--- config.mk ---
export PLATFORM = sky130hd
export DESIGN_NAME = fpga_top
export DESIGN_NICKNAME = d
export VERILOG_FILES = /design/src/design/board_pkg.sv /design/src/design/board_core.sv /design/src/design/flash_reader.sv /design/src/design/fpga_top.sv /design/src/design/lcd_nibble_writer.sv /design/src/design/pps_tracker.sv
export SDC_FILE = /design/constraint.sdc
export NUM_CORES = 1
export LEC_CHECK = 0
export ABC_AREA = 1
export BUFFER_PORTS_ARGS = -buffer_cell sky130_fd_sc_hd__buf_2
export CORE_UTILIZATION = 55
export CTS_CLUSTER_SIZE = 8
export DETAILED_ROUTE_END_ITERATION = 7
export PLACE_DENSITY = 0.82
export SYNTH_ARGS = -nofsm -noshare
export SYNTH_HDL_FRONTEND = slang
export SYNTH_SLANG_ARGS = --single-unit
--- constraint.sdc ---
create_clock -name sys0_clk -period 2.2 [get_ports sys0_clk]
set_input_delay 0.44 -clock sys0_clk [delete_from_list [all_inputs] [get_ports sys0_clk]]
set_output_delay 0.44 -clock sys0_clk [all_outputs]
set_load 0.05 [all_outputs]
--- src/design/board_pkg.sv ---
// Board subsystem shared definitions
// Bus widths, FSM encodings and default timing constants
package board_pkg;

  typedef logic [23:0] flash_addr_t;    // NOR word address
  typedef logic [15:0] flash_data_t;    // NOR data word
  typedef logic [31:0] pps_period_t;    // Edge to edge count in sys0_clk cycles
  typedef logic [3:0]  lcd_nibble_t;    // LCD data bus in 4-bit mode

  // Flash read sequence
  typedef enum logic [2:0] {
    FS_IDLE,
    FS_SETUP,       // Address out, chip enabled
    FS_ACCESS,      // Output enable low for the access time
    FS_WAIT_RDY,    // Wait for the ready pin
    FS_RECOVER      // Enables high before the next cycle
  } flash_state_t;

  // LCD byte transfer as two nibbles
  typedef enum logic [2:0] {
    LS_IDLE,
    LS_HI_SETUP,
    LS_HI_PULSE,
    LS_LO_SETUP,
    LS_LO_PULSE,
    LS_GAP          // Execution time after the byte
  } lcd_state_t;

  localparam int FLASH_ACCESS_CYCLES_DEF = 4;   // Min oe_n low before ready wait
  localparam int LCD_E_CYCLES_DEF        = 6;   // Enable pulse width
  localparam int PPS_OUT_CYCLES_DEF      = 8;   // Regenerated PPS width

endpackage

--- src/design/board_core.sv ---
// Board subsystem core
// HSMC-triggered flash reads echoed to HSMC, LEDs and LCD, plus PPS regeneration
`timescale 1ns/10ps
module board_core #(
  parameter int FLASH_ACCESS_CYCLES = board_pkg::FLASH_ACCESS_CYCLES_DEF,
  parameter int LCD_E_CYCLES        = board_pkg::LCD_E_CYCLES_DEF,
  parameter int PPS_OUT_CYCLES      = board_pkg::PPS_OUT_CYCLES_DEF
) (
  input  logic                   sys0_clk,
  input  logic                   rst_n,
  input  logic [7:0]             usr_sw,        // Bit 0 LED select, bit 6 LCD rs
  output logic [15:0]            led,
  input  logic [15:0]            hsmc_in,       // Bit 15 trigger, 14:0 address
  output logic [15:0]            hsmc_out,      // Last flash word
  input  logic                   pps_in,
  output logic                   pps_out,
  output board_pkg::flash_addr_t flash_addr,
  input  board_pkg::flash_data_t flash_dq_in,
  output logic                   flash_dq_oe,
  output logic                   flash_ce_n,
  output logic                   flash_oe_n,
  output logic                   flash_we_n,
  input  logic                   flash_rdy,
  output board_pkg::lcd_nibble_t lcd_db,
  output logic                   lcd_e,
  output logic                   lcd_rs,
  output logic                   lcd_rw
);
  import board_pkg::*;

  logic [1:0]  trig_sync;     // Trigger synchronizer
  logic        trig_last;
  logic        trig_rise;
  logic        read_start;
  logic        read_done;
  logic        rd_busy;
  flash_addr_t read_addr;
  flash_data_t read_data;
  logic        wr_start;
  logic        wr_rs;
  logic [7:0]  wr_byte;
  logic        lcd_busy;
  logic        lcd_free;      // Writer can take a strobe this cycle
  logic        q_valid;       // One-byte LCD queue
  logic [7:0]  q_byte;
  logic        direct_wr;     // New byte straight to the writer
  logic        queue_wr;      // New byte parked in the queue
  logic        drain;         // Queued byte to the writer
  logic        pps_seen;
  pps_period_t pps_period;
  logic [15:0] pps_word;      // Period shown on the LEDs

  assign trig_rise  = trig_sync[1] & ~trig_last;
  assign lcd_free   = ~lcd_busy & ~wr_start;
  assign direct_wr  = read_done & lcd_free & ~q_valid;
  assign queue_wr   = read_done & ~direct_wr;              // Newest byte wins
  assign drain      = ~read_done & q_valid & lcd_free;
  assign flash_we_n = 1'b1;
  assign lcd_rw     = 1'b0;

  always_ff @(posedge sys0_clk or negedge rst_n) begin
    if (!rst_n) begin
      trig_sync  <= '0;
      trig_last  <= 1'b0;
      read_start <= 1'b0;
      wr_start   <= 1'b0;
      q_valid    <= 1'b0;
      hsmc_out   <= '0;
      pps_word   <= '0;
      led        <= '0;
    end else begin
      trig_sync  <= {trig_sync[0], hsmc_in[15]};
      trig_last  <= trig_sync[1];
      read_start <= trig_rise & ~rd_busy;                  // Busy reader drops it
      wr_start   <= direct_wr | drain;
      if (queue_wr) begin
        q_valid <= 1'b1;
      end else if (drain) begin
        q_valid <= 1'b0;
      end
      if (read_done) begin
        hsmc_out <= read_data;
      end
      if (pps_seen) begin
        pps_word <= pps_period[15:0];
      end
      led <= usr_sw[0] ? hsmc_out : pps_word;
    end
  end

  // Read address and LCD byte path
  always_ff @(posedge sys0_clk) begin
    if (trig_rise && !rd_busy) begin
      read_addr <= flash_addr_t'(hsmc_in[14:0]);
    end
    if (queue_wr) begin
      q_byte <= read_data[7:0];
    end
    if (direct_wr) begin
      wr_byte <= read_data[7:0];
    end else if (drain) begin
      wr_byte <= q_byte;
    end
    if (direct_wr || drain) begin
      wr_rs <= usr_sw[6];                                  // Sampled at write start
    end
  end

  pps_tracker #(
    .PPS_OUT_CYCLES (PPS_OUT_CYCLES)
  ) u_pps (
    .sys0_clk   (sys0_clk),
    .rst_n      (rst_n),
    .pps_in     (pps_in),
    .pps_out    (pps_out),
    .pps_seen   (pps_seen),
    .pps_period (pps_period)
  );

  flash_reader #(
    .FLASH_ACCESS_CYCLES (FLASH_ACCESS_CYCLES)
  ) u_flash (
    .sys0_clk    (sys0_clk),
    .rst_n       (rst_n),
    .read_start  (read_start),
    .read_addr   (read_addr),
    .read_data   (read_data),
    .read_done   (read_done),
    .busy        (rd_busy),
    .flash_addr  (flash_addr),
    .flash_dq_in (flash_dq_in),
    .flash_dq_oe (flash_dq_oe),
    .flash_ce_n  (flash_ce_n),
    .flash_oe_n  (flash_oe_n),
    .flash_rdy   (flash_rdy)
  );

  lcd_nibble_writer #(
    .LCD_E_CYCLES (LCD_E_CYCLES)
  ) u_lcd (
    .sys0_clk (sys0_clk),
    .rst_n    (rst_n),
    .wr_start (wr_start),
    .wr_byte  (wr_byte),
    .wr_rs    (wr_rs),
    .busy     (lcd_busy),
    .lcd_db   (lcd_db),
    .lcd_e    (lcd_e),
    .lcd_rs   (lcd_rs)
  );

  // Strobes land only on idle units
  a_no_busy_strobe: assert property (@(posedge sys0_clk) disable iff (!rst_n)
    (read_start |-> !rd_busy) and (wr_start |-> !lcd_busy));

endmodule

--- src/design/flash_reader.sv ---
// NOR flash reader
// Runs one asynchronous read cycle per strobe and waits on the ready pin
`timescale 1ns/10ps
module flash_reader #(
  parameter int FLASH_ACCESS_CYCLES = board_pkg::FLASH_ACCESS_CYCLES_DEF
) (
  input  logic                   sys0_clk,
  input  logic                   rst_n,
  input  logic                   read_start,    // Accepted only when idle
  input  board_pkg::flash_addr_t read_addr,
  output board_pkg::flash_data_t read_data,     // Valid with read_done
  output logic                   read_done,     // One cycle pulse
  output logic                   busy,
  output board_pkg::flash_addr_t flash_addr,
  input  board_pkg::flash_data_t flash_dq_in,
  output logic                   flash_dq_oe,
  output logic                   flash_ce_n,
  output logic                   flash_oe_n,
  input  logic                   flash_rdy      // High when data is ready
);
  import board_pkg::*;

  localparam int CNT_W = $clog2(FLASH_ACCESS_CYCLES + 1);

  flash_state_t     state;
  logic [CNT_W-1:0] acc_cnt;    // Access cycles left

  assign busy        = (state != FS_IDLE);
  assign flash_dq_oe = 1'b0;    // Read only, bus never driven

  always_ff @(posedge sys0_clk or negedge rst_n) begin
    if (!rst_n) begin
      state      <= FS_IDLE;
      acc_cnt    <= '0;
      flash_ce_n <= 1'b1;
      flash_oe_n <= 1'b1;
      read_done  <= 1'b0;
    end else begin
      read_done <= 1'b0;
      case (state)
        FS_IDLE: begin
          if (read_start) begin
            flash_ce_n <= 1'b0;                  // Chip on with the address
            state      <= FS_SETUP;
          end
        end
        FS_SETUP: begin
          flash_oe_n <= 1'b0;
          acc_cnt    <= CNT_W'(FLASH_ACCESS_CYCLES - 1);
          state      <= FS_ACCESS;
        end
        FS_ACCESS: begin
          if (acc_cnt == '0) begin
            state <= FS_WAIT_RDY;
          end else begin
            acc_cnt <= acc_cnt - 1'b1;
          end
        end
        FS_WAIT_RDY: begin
          if (flash_rdy) begin
            flash_ce_n <= 1'b1;                  // Data captured this edge
            flash_oe_n <= 1'b1;
            state      <= FS_RECOVER;
          end
        end
        FS_RECOVER: begin
          read_done <= 1'b1;
          state     <= FS_IDLE;
        end
        default: state <= FS_IDLE;
      endcase
    end
  end

  // Address and data capture
  always_ff @(posedge sys0_clk) begin
    if (state == FS_IDLE && read_start) begin
      flash_addr <= read_addr;
    end
    if (state == FS_WAIT_RDY && flash_rdy) begin
      read_data <= flash_dq_in;
    end
  end

  // Output enable only inside a chip-enabled window
  a_oe_needs_ce: assert property (@(posedge sys0_clk) disable iff (!rst_n)
    !flash_oe_n |-> !flash_ce_n);

endmodule

--- src/design/fpga_top.sv ---
// FPGA evaluation board top
// Maps the board pins onto the subsystem core
`timescale 1ns/10ps
module fpga_top #(
  parameter int FLASH_ACCESS_CYCLES = board_pkg::FLASH_ACCESS_CYCLES_DEF,
  parameter int LCD_E_CYCLES        = board_pkg::LCD_E_CYCLES_DEF,
  parameter int PPS_OUT_CYCLES      = board_pkg::PPS_OUT_CYCLES_DEF
) (
  input  logic        sys0_clk,        // Free-running board clock
  input  logic        rst_n,           // Board reset
  input  logic [7:0]  usr_sw,          // DIP switches
  output logic [15:0] led,
  input  logic [15:0] hsmc_in,         // HSMC inputs
  output logic [15:0] hsmc_out,        // HSMC outputs
  output logic [3:0]  lcd_db,          // LCD data bus
  output logic        lcd_e,
  output logic        lcd_rs,
  output logic        lcd_rw,
  input  logic        ppsExtIn,        // External PPS
  output logic        ppsOut,
  output logic [25:0] fsm_a,           // Shared flash address
  input  logic [15:0] fsm_d_in,        // Flash data from the pads
  output logic [15:0] fsm_d_out,
  output logic        fsm_d_oe,        // Pad driver enable
  output logic        flash_cen,
  output logic        flash_oen,
  output logic        flash_wen,
  input  logic        flash_rdybsyn    // Flash ready
);

  assign fsm_a[25:24] = 2'b00;         // Upper bank unused
  assign fsm_d_out    = '0;            // No flash writes

  board_core #(
    .FLASH_ACCESS_CYCLES (FLASH_ACCESS_CYCLES),
    .LCD_E_CYCLES        (LCD_E_CYCLES),
    .PPS_OUT_CYCLES      (PPS_OUT_CYCLES)
  ) u_core (
    .sys0_clk    (sys0_clk),
    .rst_n       (rst_n),
    .usr_sw      (usr_sw),
    .led         (led),
    .hsmc_in     (hsmc_in),
    .hsmc_out    (hsmc_out),
    .pps_in      (ppsExtIn),
    .pps_out     (ppsOut),
    .flash_addr  (fsm_a[23:0]),
    .flash_dq_in (fsm_d_in),
    .flash_dq_oe (fsm_d_oe),
    .flash_ce_n  (flash_cen),
    .flash_oe_n  (flash_oen),
    .flash_we_n  (flash_wen),
    .flash_rdy   (flash_rdybsyn),
    .lcd_db      (lcd_db),
    .lcd_e       (lcd_e),
    .lcd_rs      (lcd_rs),
    .lcd_rw      (lcd_rw)
  );

endmodule

--- src/design/lcd_nibble_writer.sv ---
// LCD nibble writer
// Sends a byte over the 4-bit LCD bus as two enable-strobed nibbles
`timescale 1ns/10ps
module lcd_nibble_writer #(
  parameter int LCD_E_CYCLES = board_pkg::LCD_E_CYCLES_DEF
) (
  input  logic                   sys0_clk,
  input  logic                   rst_n,
  input  logic                   wr_start,     // Accepted only when idle
  input  logic [7:0]             wr_byte,
  input  logic                   wr_rs,        // Register select for this byte
  output logic                   busy,
  output board_pkg::lcd_nibble_t lcd_db,
  output logic                   lcd_e,
  output logic                   lcd_rs
);
  import board_pkg::*;

  localparam int CNT_W = $clog2(LCD_E_CYCLES + 1);

  lcd_state_t       state;
  logic [CNT_W-1:0] cnt;          // Pulse and gap timer
  lcd_nibble_t      lo_nibble;    // Held for the second transfer

  assign busy = (state != LS_IDLE);

  always_ff @(posedge sys0_clk or negedge rst_n) begin
    if (!rst_n) begin
      state  <= LS_IDLE;
      cnt    <= '0;
      lcd_db <= '0;
      lcd_e  <= 1'b0;
      lcd_rs <= 1'b0;
    end else begin
      case (state)
        LS_IDLE: begin
          if (wr_start) begin
            lcd_db <= wr_byte[7:4];             // High nibble first
            lcd_rs <= wr_rs;
            state  <= LS_HI_SETUP;
          end
        end
        LS_HI_SETUP: begin
          lcd_e <= 1'b1;
          cnt   <= CNT_W'(LCD_E_CYCLES);        // Pulse plus one hold cycle
          state <= LS_HI_PULSE;
        end
        LS_HI_PULSE: begin
          if (cnt == CNT_W'(1)) begin
            lcd_e <= 1'b0;
          end
          if (cnt != '0) begin
            cnt <= cnt - 1'b1;
          end else begin
            lcd_db <= lo_nibble;                // Bus changes after the hold
            state  <= LS_LO_SETUP;
          end
        end
        LS_LO_SETUP: begin
          lcd_e <= 1'b1;
          cnt   <= CNT_W'(LCD_E_CYCLES);
          state <= LS_LO_PULSE;
        end
        LS_LO_PULSE: begin
          if (cnt == CNT_W'(1)) begin
            lcd_e <= 1'b0;
          end
          if (cnt != '0) begin
            cnt <= cnt - 1'b1;
          end else begin
            cnt   <= CNT_W'(LCD_E_CYCLES - 1);
            state <= LS_GAP;
          end
        end
        LS_GAP: begin
          if (cnt != '0) begin
            cnt <= cnt - 1'b1;
          end else begin
            state <= LS_IDLE;
          end
        end
        default: state <= LS_IDLE;
      endcase
    end
  end

  always_ff @(posedge sys0_clk) begin
    if (state == LS_IDLE && wr_start) begin
      lo_nibble <= wr_byte[3:0];
    end
  end

  // LCD latches on the falling enable, so the bus must hold for the whole pulse
  a_db_stable: assert property (@(posedge sys0_clk) disable iff (!rst_n)
    lcd_e |-> $stable(lcd_db) && $stable(lcd_rs));

endmodule

--- src/design/pps_tracker.sv ---
// PPS tracker
// Syncs the external PPS, measures its period and regenerates an output pulse
`timescale 1ns/10ps
module pps_tracker #(
  parameter int PPS_OUT_CYCLES = board_pkg::PPS_OUT_CYCLES_DEF
) (
  input  logic                   sys0_clk,
  input  logic                   rst_n,
  input  logic                   pps_in,       // Raw external PPS
  output logic                   pps_out,      // Regenerated pulse
  output logic                   pps_seen,     // One cycle per measured edge
  output board_pkg::pps_period_t pps_period    // Last edge to edge count
);
  import board_pkg::*;

  localparam int OUT_W = $clog2(PPS_OUT_CYCLES + 1);

  logic [1:0]       pps_sync;     // Two-flop synchronizer
  logic             pps_last;     // Previous synced level
  logic             pps_rise;     // Synced rising edge
  logic             have_edge;    // First edge already seen
  pps_period_t      period_cnt;   // Free counter between edges
  logic [OUT_W-1:0] out_cnt;      // Remaining pulse cycles

  assign pps_rise = pps_sync[1] & ~pps_last;

  always_ff @(posedge sys0_clk or negedge rst_n) begin
    if (!rst_n) begin
      pps_sync <= '0;
      pps_last <= 1'b0;
    end else begin
      pps_sync <= {pps_sync[0], pps_in};
      pps_last <= pps_sync[1];
    end
  end

  // Period measurement
  always_ff @(posedge sys0_clk or negedge rst_n) begin
    if (!rst_n) begin
      period_cnt <= '0;
      have_edge  <= 1'b0;
      pps_period <= '0;
      pps_seen   <= 1'b0;
    end else begin
      pps_seen <= pps_rise & have_edge;         // No period before the 2nd edge
      if (pps_rise) begin
        period_cnt <= pps_period_t'(1);         // Edge cycle starts the next period
        have_edge  <= 1'b1;
        if (have_edge) begin
          pps_period <= period_cnt;
        end
      end else begin
        period_cnt <= period_cnt + 1'b1;
      end
    end
  end

  // Output pulse timer, restarted by every edge
  always_ff @(posedge sys0_clk or negedge rst_n) begin
    if (!rst_n) begin
      pps_out <= 1'b0;
      out_cnt <= '0;
    end else if (pps_rise) begin
      pps_out <= 1'b1;
      out_cnt <= OUT_W'(PPS_OUT_CYCLES - 1);
    end else if (out_cnt != '0) begin
      out_cnt <= out_cnt - 1'b1;
    end else begin
      pps_out <= 1'b0;
    end
  end

  // A synced edge lasts one cycle, so a measurement cannot repeat back to back
  a_seen_single: assert property (@(posedge sys0_clk) disable iff (!rst_n)
    pps_seen |=> !pps_seen);

endmodule

Word-level counts from Yosys, hierarchy flattened

Index checks and enable logic that the tools add are counted.

Word-level logic and storage cells: 146
Output and inout port bits: 86
Bits of input ports: 44
Register bits: 200

Eq/ne operators: 21
Reduce and logical (&&, ||, !) cells: 35
Add/subtract/negate cells: 4
Bitwise logic cells: 19
Muxes and demuxes: 34

Operators with widths:

| kind                                                   | count |
|---|---|
| adder 32 x 1 -> 32 bit (second input constant)         | 1 |
| two-way mux 32 bit                                     | 1 |
| two-way mux 3 bit                                      | 10 |
| case mux 3 bit (6 select lines)                        | 1 |
| two-way mux 16 bit                                     | 1 |
| two-way mux 4 bit                                      | 4 |
| two-way mux 8 bit                                      | 2 |
| nonzero test 2 bit                                     | 8 |
| inequality test 2 bit (second input constant)          | 7 |
| equality test 3 x 2 -> 1 bit (second input constant)   | 4 |
| case mux 3 bit (4 select lines)                        | 1 |
| AND reduction 2 bit                                    | 6 |
| nonzero test 3 bit                                     | 4 |
| AND 1 bit                                              | 10 |
| equality test 3 x 1 -> 1 bit (second input constant)   | 3 |
| equality test 3 bit (second input constant)            | 3 |
| zero test 3 bit                                        | 3 |
| case mux 3 bit (3 select lines)                        | 1 |
| AND reduction 3 bit                                    | 3 |
| two-way mux 1 bit                                      | 8 |
| inequality test 2 x 1 -> 1 bit (second input constant) | 4 |
| inverter 1 bit                                         | 8 |
| case mux 4 bit (2 select lines)                        | 1 |
| case mux 1 bit (2 select lines)                        | 3 |
| 10 further kinds                                       | 16 |

Logic depth before layout (Yosys ltp)

Word-level depth: 8
Gate-level depth with buffers: 9

By module

Synthesis repeated with hierarchy kept, for this count alone.

Cells, all modules: 902
Area, all modules: 9,181.3 sq um

By module, submodules not included:

| module            | instances | cells each | area an instance (sq um) | sequential area each (sq um) |
|---|---|---|---|---|
| pps_tracker       | 1         | 412        | 3,323.2                  | 1,851.8 |
| board_core        | 1         | 263        | 3,093.0                  | 2,312.2 |
| flash_reader      | 1         | 95         | 1,684.1                  | 1,428.9 |
| lcd_nibble_writer | 1         | 113        | 942.2                    | 420.4 |
| fpga_top          | 1         | 19         | 138.9                    | 0.0 |

Worst setup path after synthesis

No wires, ideal clock.

Path type: reg-to-reg
From: register u_core.u_flash.state[2]
To: register u_core.read_addr[0] (enable)
Setup time: 0.388 ns
Arrival time: 1.381 ns
Stages on the path, launching flop included: 6
Clock period less this slack: 1.769 ns
Setup slack: 0.431 ns
Cells stage by stage: dfrtp_1 inv_1 nand2_1 nor2_1 nand2_1 nor2_1

Word-level cells in the longest chain between the ends: 3

RTL lines:

| element                | line               | source |
|---|---|---|
| start, declared        | flash_reader.sv:25 | `flash_state_t state;` |
| start signal, assigned | flash_reader.sv:33 | `state <= FS_IDLE;` |
| start signal, assigned | flash_reader.sv:44 | `state <= FS_SETUP;` |
| start signal, assigned | flash_reader.sv:50 | `state <= FS_ACCESS;` |
| nonzero test 3 bit     | flash_reader.sv:28 | `assign busy = (state != FS_IDLE);` |
| zero test 1 bit        | board_core.sv:93   | `if (trig_rise && !rd_busy) begin` |
| logical AND 1 bit      | board_core.sv:93   |  |
| end signal, assigned   | board_core.sv:94   | `read_addr <= flash_addr_t'(hsmc_in[14:0]);` |
| end, declared          | board_core.sv:37   | `flash_addr_t read_addr;` |

Every way passes these cells.
A chain may end at the register's enable or synchronous reset.

Worst setup path after layout

From: register u_core.u_lcd.state[0]
To: register u_core.q_byte[0] (enable)

Word-level cells in the longest chain between the ends: 7

RTL lines:

| element                   | line                    | source |
|---|---|---|
| start, declared           | lcd_nibble_writer.sv:21 | `lcd_state_t state;` |
| start signal, assigned    | lcd_nibble_writer.sv:29 | `state <= LS_IDLE;` |
| start signal, assigned    | lcd_nibble_writer.sv:40 | `state <= LS_HI_SETUP;` |
| start signal, assigned    | lcd_nibble_writer.sv:46 | `state <= LS_HI_PULSE;` |
| nonzero test 3 bit        | lcd_nibble_writer.sv:25 | `assign busy = (state != LS_IDLE);` |
| inverter 1 bit            | board_core.sv:54        | `assign lcd_free = ~lcd_busy & ~wr_start;` |
| AND 1 bit                 | board_core.sv:54        |  |
| AND 1 bit (2 in series)   | board_core.sv:55        | `assign direct_wr = read_done & lcd_free & ~q_valid;` |
| inverter 1 bit            | board_core.sv:56        | `assign queue_wr = read_done & ~direct_wr;` |
| AND 1 bit                 | board_core.sv:56        |  |
| named net u_core.queue_wr | board_core.sv:47        | `logic queue_wr;` |
| end signal, assigned      | board_core.sv:97        | `q_byte <= read_data[7:0];` |
| end, declared             | board_core.sv:45        | `logic [7:0] q_byte;` |

The timed path passes the listed nets, and every way through them passes these cells.

==> flow_summary.yaml <==
outcome:
  outcome: "completed"
pwr:
  p_sw_uw: 4030
  p_per_area_nw_per_um2: 1260
  p_int_uw: 6570
  clockPowerShare_pct: 26.1
  sequentialPowerShare_pct: 44.3
  p_leak_uw: 0.00403
  ir_drop_v: 0.000963
  p_sw_share_pct: 38.0
  p_comb_share_pct: 29.6
layout:
  final_cell_area_um2: 8430
  area_growth_pct: 15.6
  multi_input_area_um2: 1900
  nNetsFinal: 851
  stdcell_count: 984
  n_fill_cell: 995
  final_common_cell: "nand2_1"
  regArea_um2: 4940
  diodes: 0
  drive_above_1_share_pct: 19.1
  final_cell_mix: "216 x nand2_1, 115 x dfrtp_1, 92 x buf_2, 67 x inv_1, 67 x edfxtp_1"
  fin_util_pct: 66.0
placed_design:
  place_area_um2: 7890
  dp_hpwl_mm: 9.44
  dp_cells: 952
  place_congestion: 0.896
  portBuffers: 93
worst_setup_path:
  crit_fanout: 9
  required_ns: 2.25
  crit_arrival_ns: 1.95
  critPathKind: "flip-flop to flip-flop"
  startpoint_type: "flip-flop"
  end_kind: "flip-flop"
run:
  drv_cap: 0
grt:
  grtUsageMet1_pct: 28.1
  grt_pass1_wl_mm: 22.4
  grt_use_met3_pct: 7.47
  grt_usage_pct: 22.1
  antenna_found_initial: 0
  grt_max_degree: 48
  grt-busiest-layer: "met2"
  grt_util_met2_pct: 35.0
  overflow: 0
  grt_pass1_vias: 4736
yosys:
  synth_cells: 694
  synth_top_flop_cell: "dfrtp_1"
  syn_area_um2: 7300
  yosys.cell_types.count: 35
  synth_seq_cells: 184
  yosys-top-cells-area: "dfrtp_1 39%, edfxtp_1 28%, nand2_1 11%, o21ai_0 4.0%, inv_1 3.4%"
  synth_top_area_share_pct: 39.4
  ys_warn_count: 0
  synth-edff-count: 67
  yosys.area.top_type: "dfrtp_1"
  syn_area_per_cell_um2: 10.5
  ys_seq_area_share_pct: 67.7
  synth-async-reset-ratio_pct: 63.6
worst_hold_path:
  hold_path_class: "primary input to flip-flop"
timing:
  maxSlewHeadroom_pct: 43.7
  hold_slack_ns: 0.126
  slew_viol_final: 0
  rsz0062_at_grt: "no"
  period_needed_ns: 1.90
  setup_viol: 0
  timing.fmax_mhz: 525
  tns_ns: 0
  finClkSkew_ns: 0.0102
  hold_violations: 0
  finalCritPeriodShare_pct: 86.6
  worst_pin_slew_ns: 0.844
drt:
  postRouteAntennaNets: 0
  routed_wl_mm: 13.5
  drc: 0
  drtIter0Drc: 331
  vias_per_cell: 4.93
  dr.pass1.iters: 4
  wire_per_inst_um: 13.7
  num_vias: 4850
floorplan:
  num_rows: 41
  ios: 130
  die_area_um2: 13700
  start_util_pct: 57.1
  core-area_um2: 12800
  dieWidth_um: 117
  die_height_um: 117
clocking:
  clock_latency_ns: 0.42
  clockBufferDepth: 2
  cts_sinks: 184
  htreeDepth: 4
  cts_resized: 0
  clk_pin_slew_ns: 0.06
  ctsRootBufferMaster: "clkbuf_16"
  cts_tree: "yes"
  numCtsBuffers: 17
## through the flow
| stage | worst slack (ns) | power (uW) |
|---|---|---|
| 6_report | 0.295 | 10600 |
| 4_1_cts | 0.317 | 10700 |
| 3_3_place_gp | 0.473 | 7750 |
| 5_1_grt | 0.199 | 11200 |
| 3_5_place_dp | 0.363 | 7870 |
| 2_1_floorplan | 0.431 | 7070 |
## cells by family (layout without fill, tap and decap cells)
| logic type | count (synthesis) | after routing | synth area share (%) |
|---|---|---|---|
| buffers and inverters | 115 | 205 | 7.72 |
| other | 2 | 30 | 0.103 |
| xor gates and xnor gates | 1 | 1 | 0.120 |
| and+or+nand+nor | 304 | 304 | 17.3 |
| AOI/OAI and AO/OA | 81 | 81 | 5.86 |
| DFF | 184 | 184 | 67.7 |
| adders and majority gates | 7 | 7 | 1.20 |
## layout make-up
| class | count | share of cell area [%] |
|---|---|---|
| clock inverter | 9 | 0.564 |
| timing repair buffer | 104 | 6.85 |
| sequential | 184 | 58.6 |
| multi-input combinational | 423 | 22.5 |
| tap | 172 | 2.55 |
| clock buffer | 22 | 5.82 |
| inverter | 70 | 3.12 |
## what timing repair did
action                    CTS  global route
hold endpoints to repair   26             0
hold buffers                1             0
buffers inserted            0             0
## worst paths after layout
kind	start	end	slack [ns]	depth (start not counted)
setup / recovery	u_core.u_lcd.state[0]	u_core.q_byte[0]	0.30	6
hold / removal	ppsExtIn	u_core.u_pps.pps_sync[0]	0.13	1
setup reg to reg	u_core.u_lcd.state[0]	u_core.q_byte[0]	0.30	6
hold reg to reg	u_core.trig_sync[0]	u_core.trig_sync[1]	0.35	0
max in group asynchronous	rst_n	u_core.u_flash.flash_oe_n	1.10	3
min in group asynchronous	rst_n	u_core.u_lcd.lcd_e	0.48	2
## synth_stat cells, types with 2 or more instances
| cell | instances |
|---|---|
| nor2_4 | 2 |
| o21ai_0 | 58 |
| nand3_1 | 20 |
| nor3_1 | 4 |
| o21ai_1 | 6 |
| nand4_1 | 5 |
| conb_1 | 2 |
| ha_1 | 7 |
| dfstp_2 | 2 |
| buf_6 | 2 |
| buf_2 | 3 |
| nand2_1 | 216 |
| nor2_2 | 3 |
| a31oi_1 | 3 |
| edfxtp_1 | 67 |
| inv_1 | 67 |
| inv_2 | 3 |
| nand2_2 | 6 |
| clkbuf_1 | 10 |
| o21ai_2 | 2 |
| buf_4 | 30 |
| a21oi_1 | 8 |
| dfrtp_1 | 115 |
| nor2_1 | 42 |
## power by group through the flow
stage	sequential (uW)	clock [uW]	combinational [uW]
finish	4700	2770	3130
global route	4770	2950	3480
CTS	4690	2810	3150
detailed placement	4740	0	3130
global placement	4720	0	3040
floorplan	5670	0	1390
## critical path, stage by stage (launching register included)
cell,delay [ns]
dfrtp_1,0.63
nor2_4,0.05
nand2_2,0.10
nor2_2,0.06
nand3_2,0.07
inv_2,0.07
nor2_1,0.56
## flip-flops by register name, summed over array words and instances (netlist names), 2 cells and up
| name | flops |
|---|---|
| u_core.u_flash.acc_cnt | 3 |
| u_core.pps_word | 16 |
| u_core.trig_sync | 2 |
| u_core.u_flash.state | 3 |
| u_core.u_pps.period_cnt | 16 |
| u_core.u_lcd.lcd_db | 4 |
| u_core.u_lcd.state | 3 |
| u_core.u_flash.read_data | 16 |
| u_core.u_flash.flash_addr | 15 |
| u_core.u_pps.pps_period | 16 |
| u_core.wr_byte | 8 |
| u_core.u_pps.out_cnt | 4 |
| u_core.u_lcd.cnt | 3 |
| u_core.u_pps.pps_sync | 2 |
| u_core.u_lcd.lo_nibble | 4 |
| u_core.read_addr | 15 |
| u_core.led | 16 |
| u_core.q_byte | 8 |
| u_core.hsmc_out | 16 |
## layer usage
layer / wire length [um] / share of wire (%)
met5: 0 / 0
met4: 261 / 1.9
met3: 921 / 6.8
met2: 6390 / 47
met1: 5940 / 44
(Power assumes the default switching activity.)
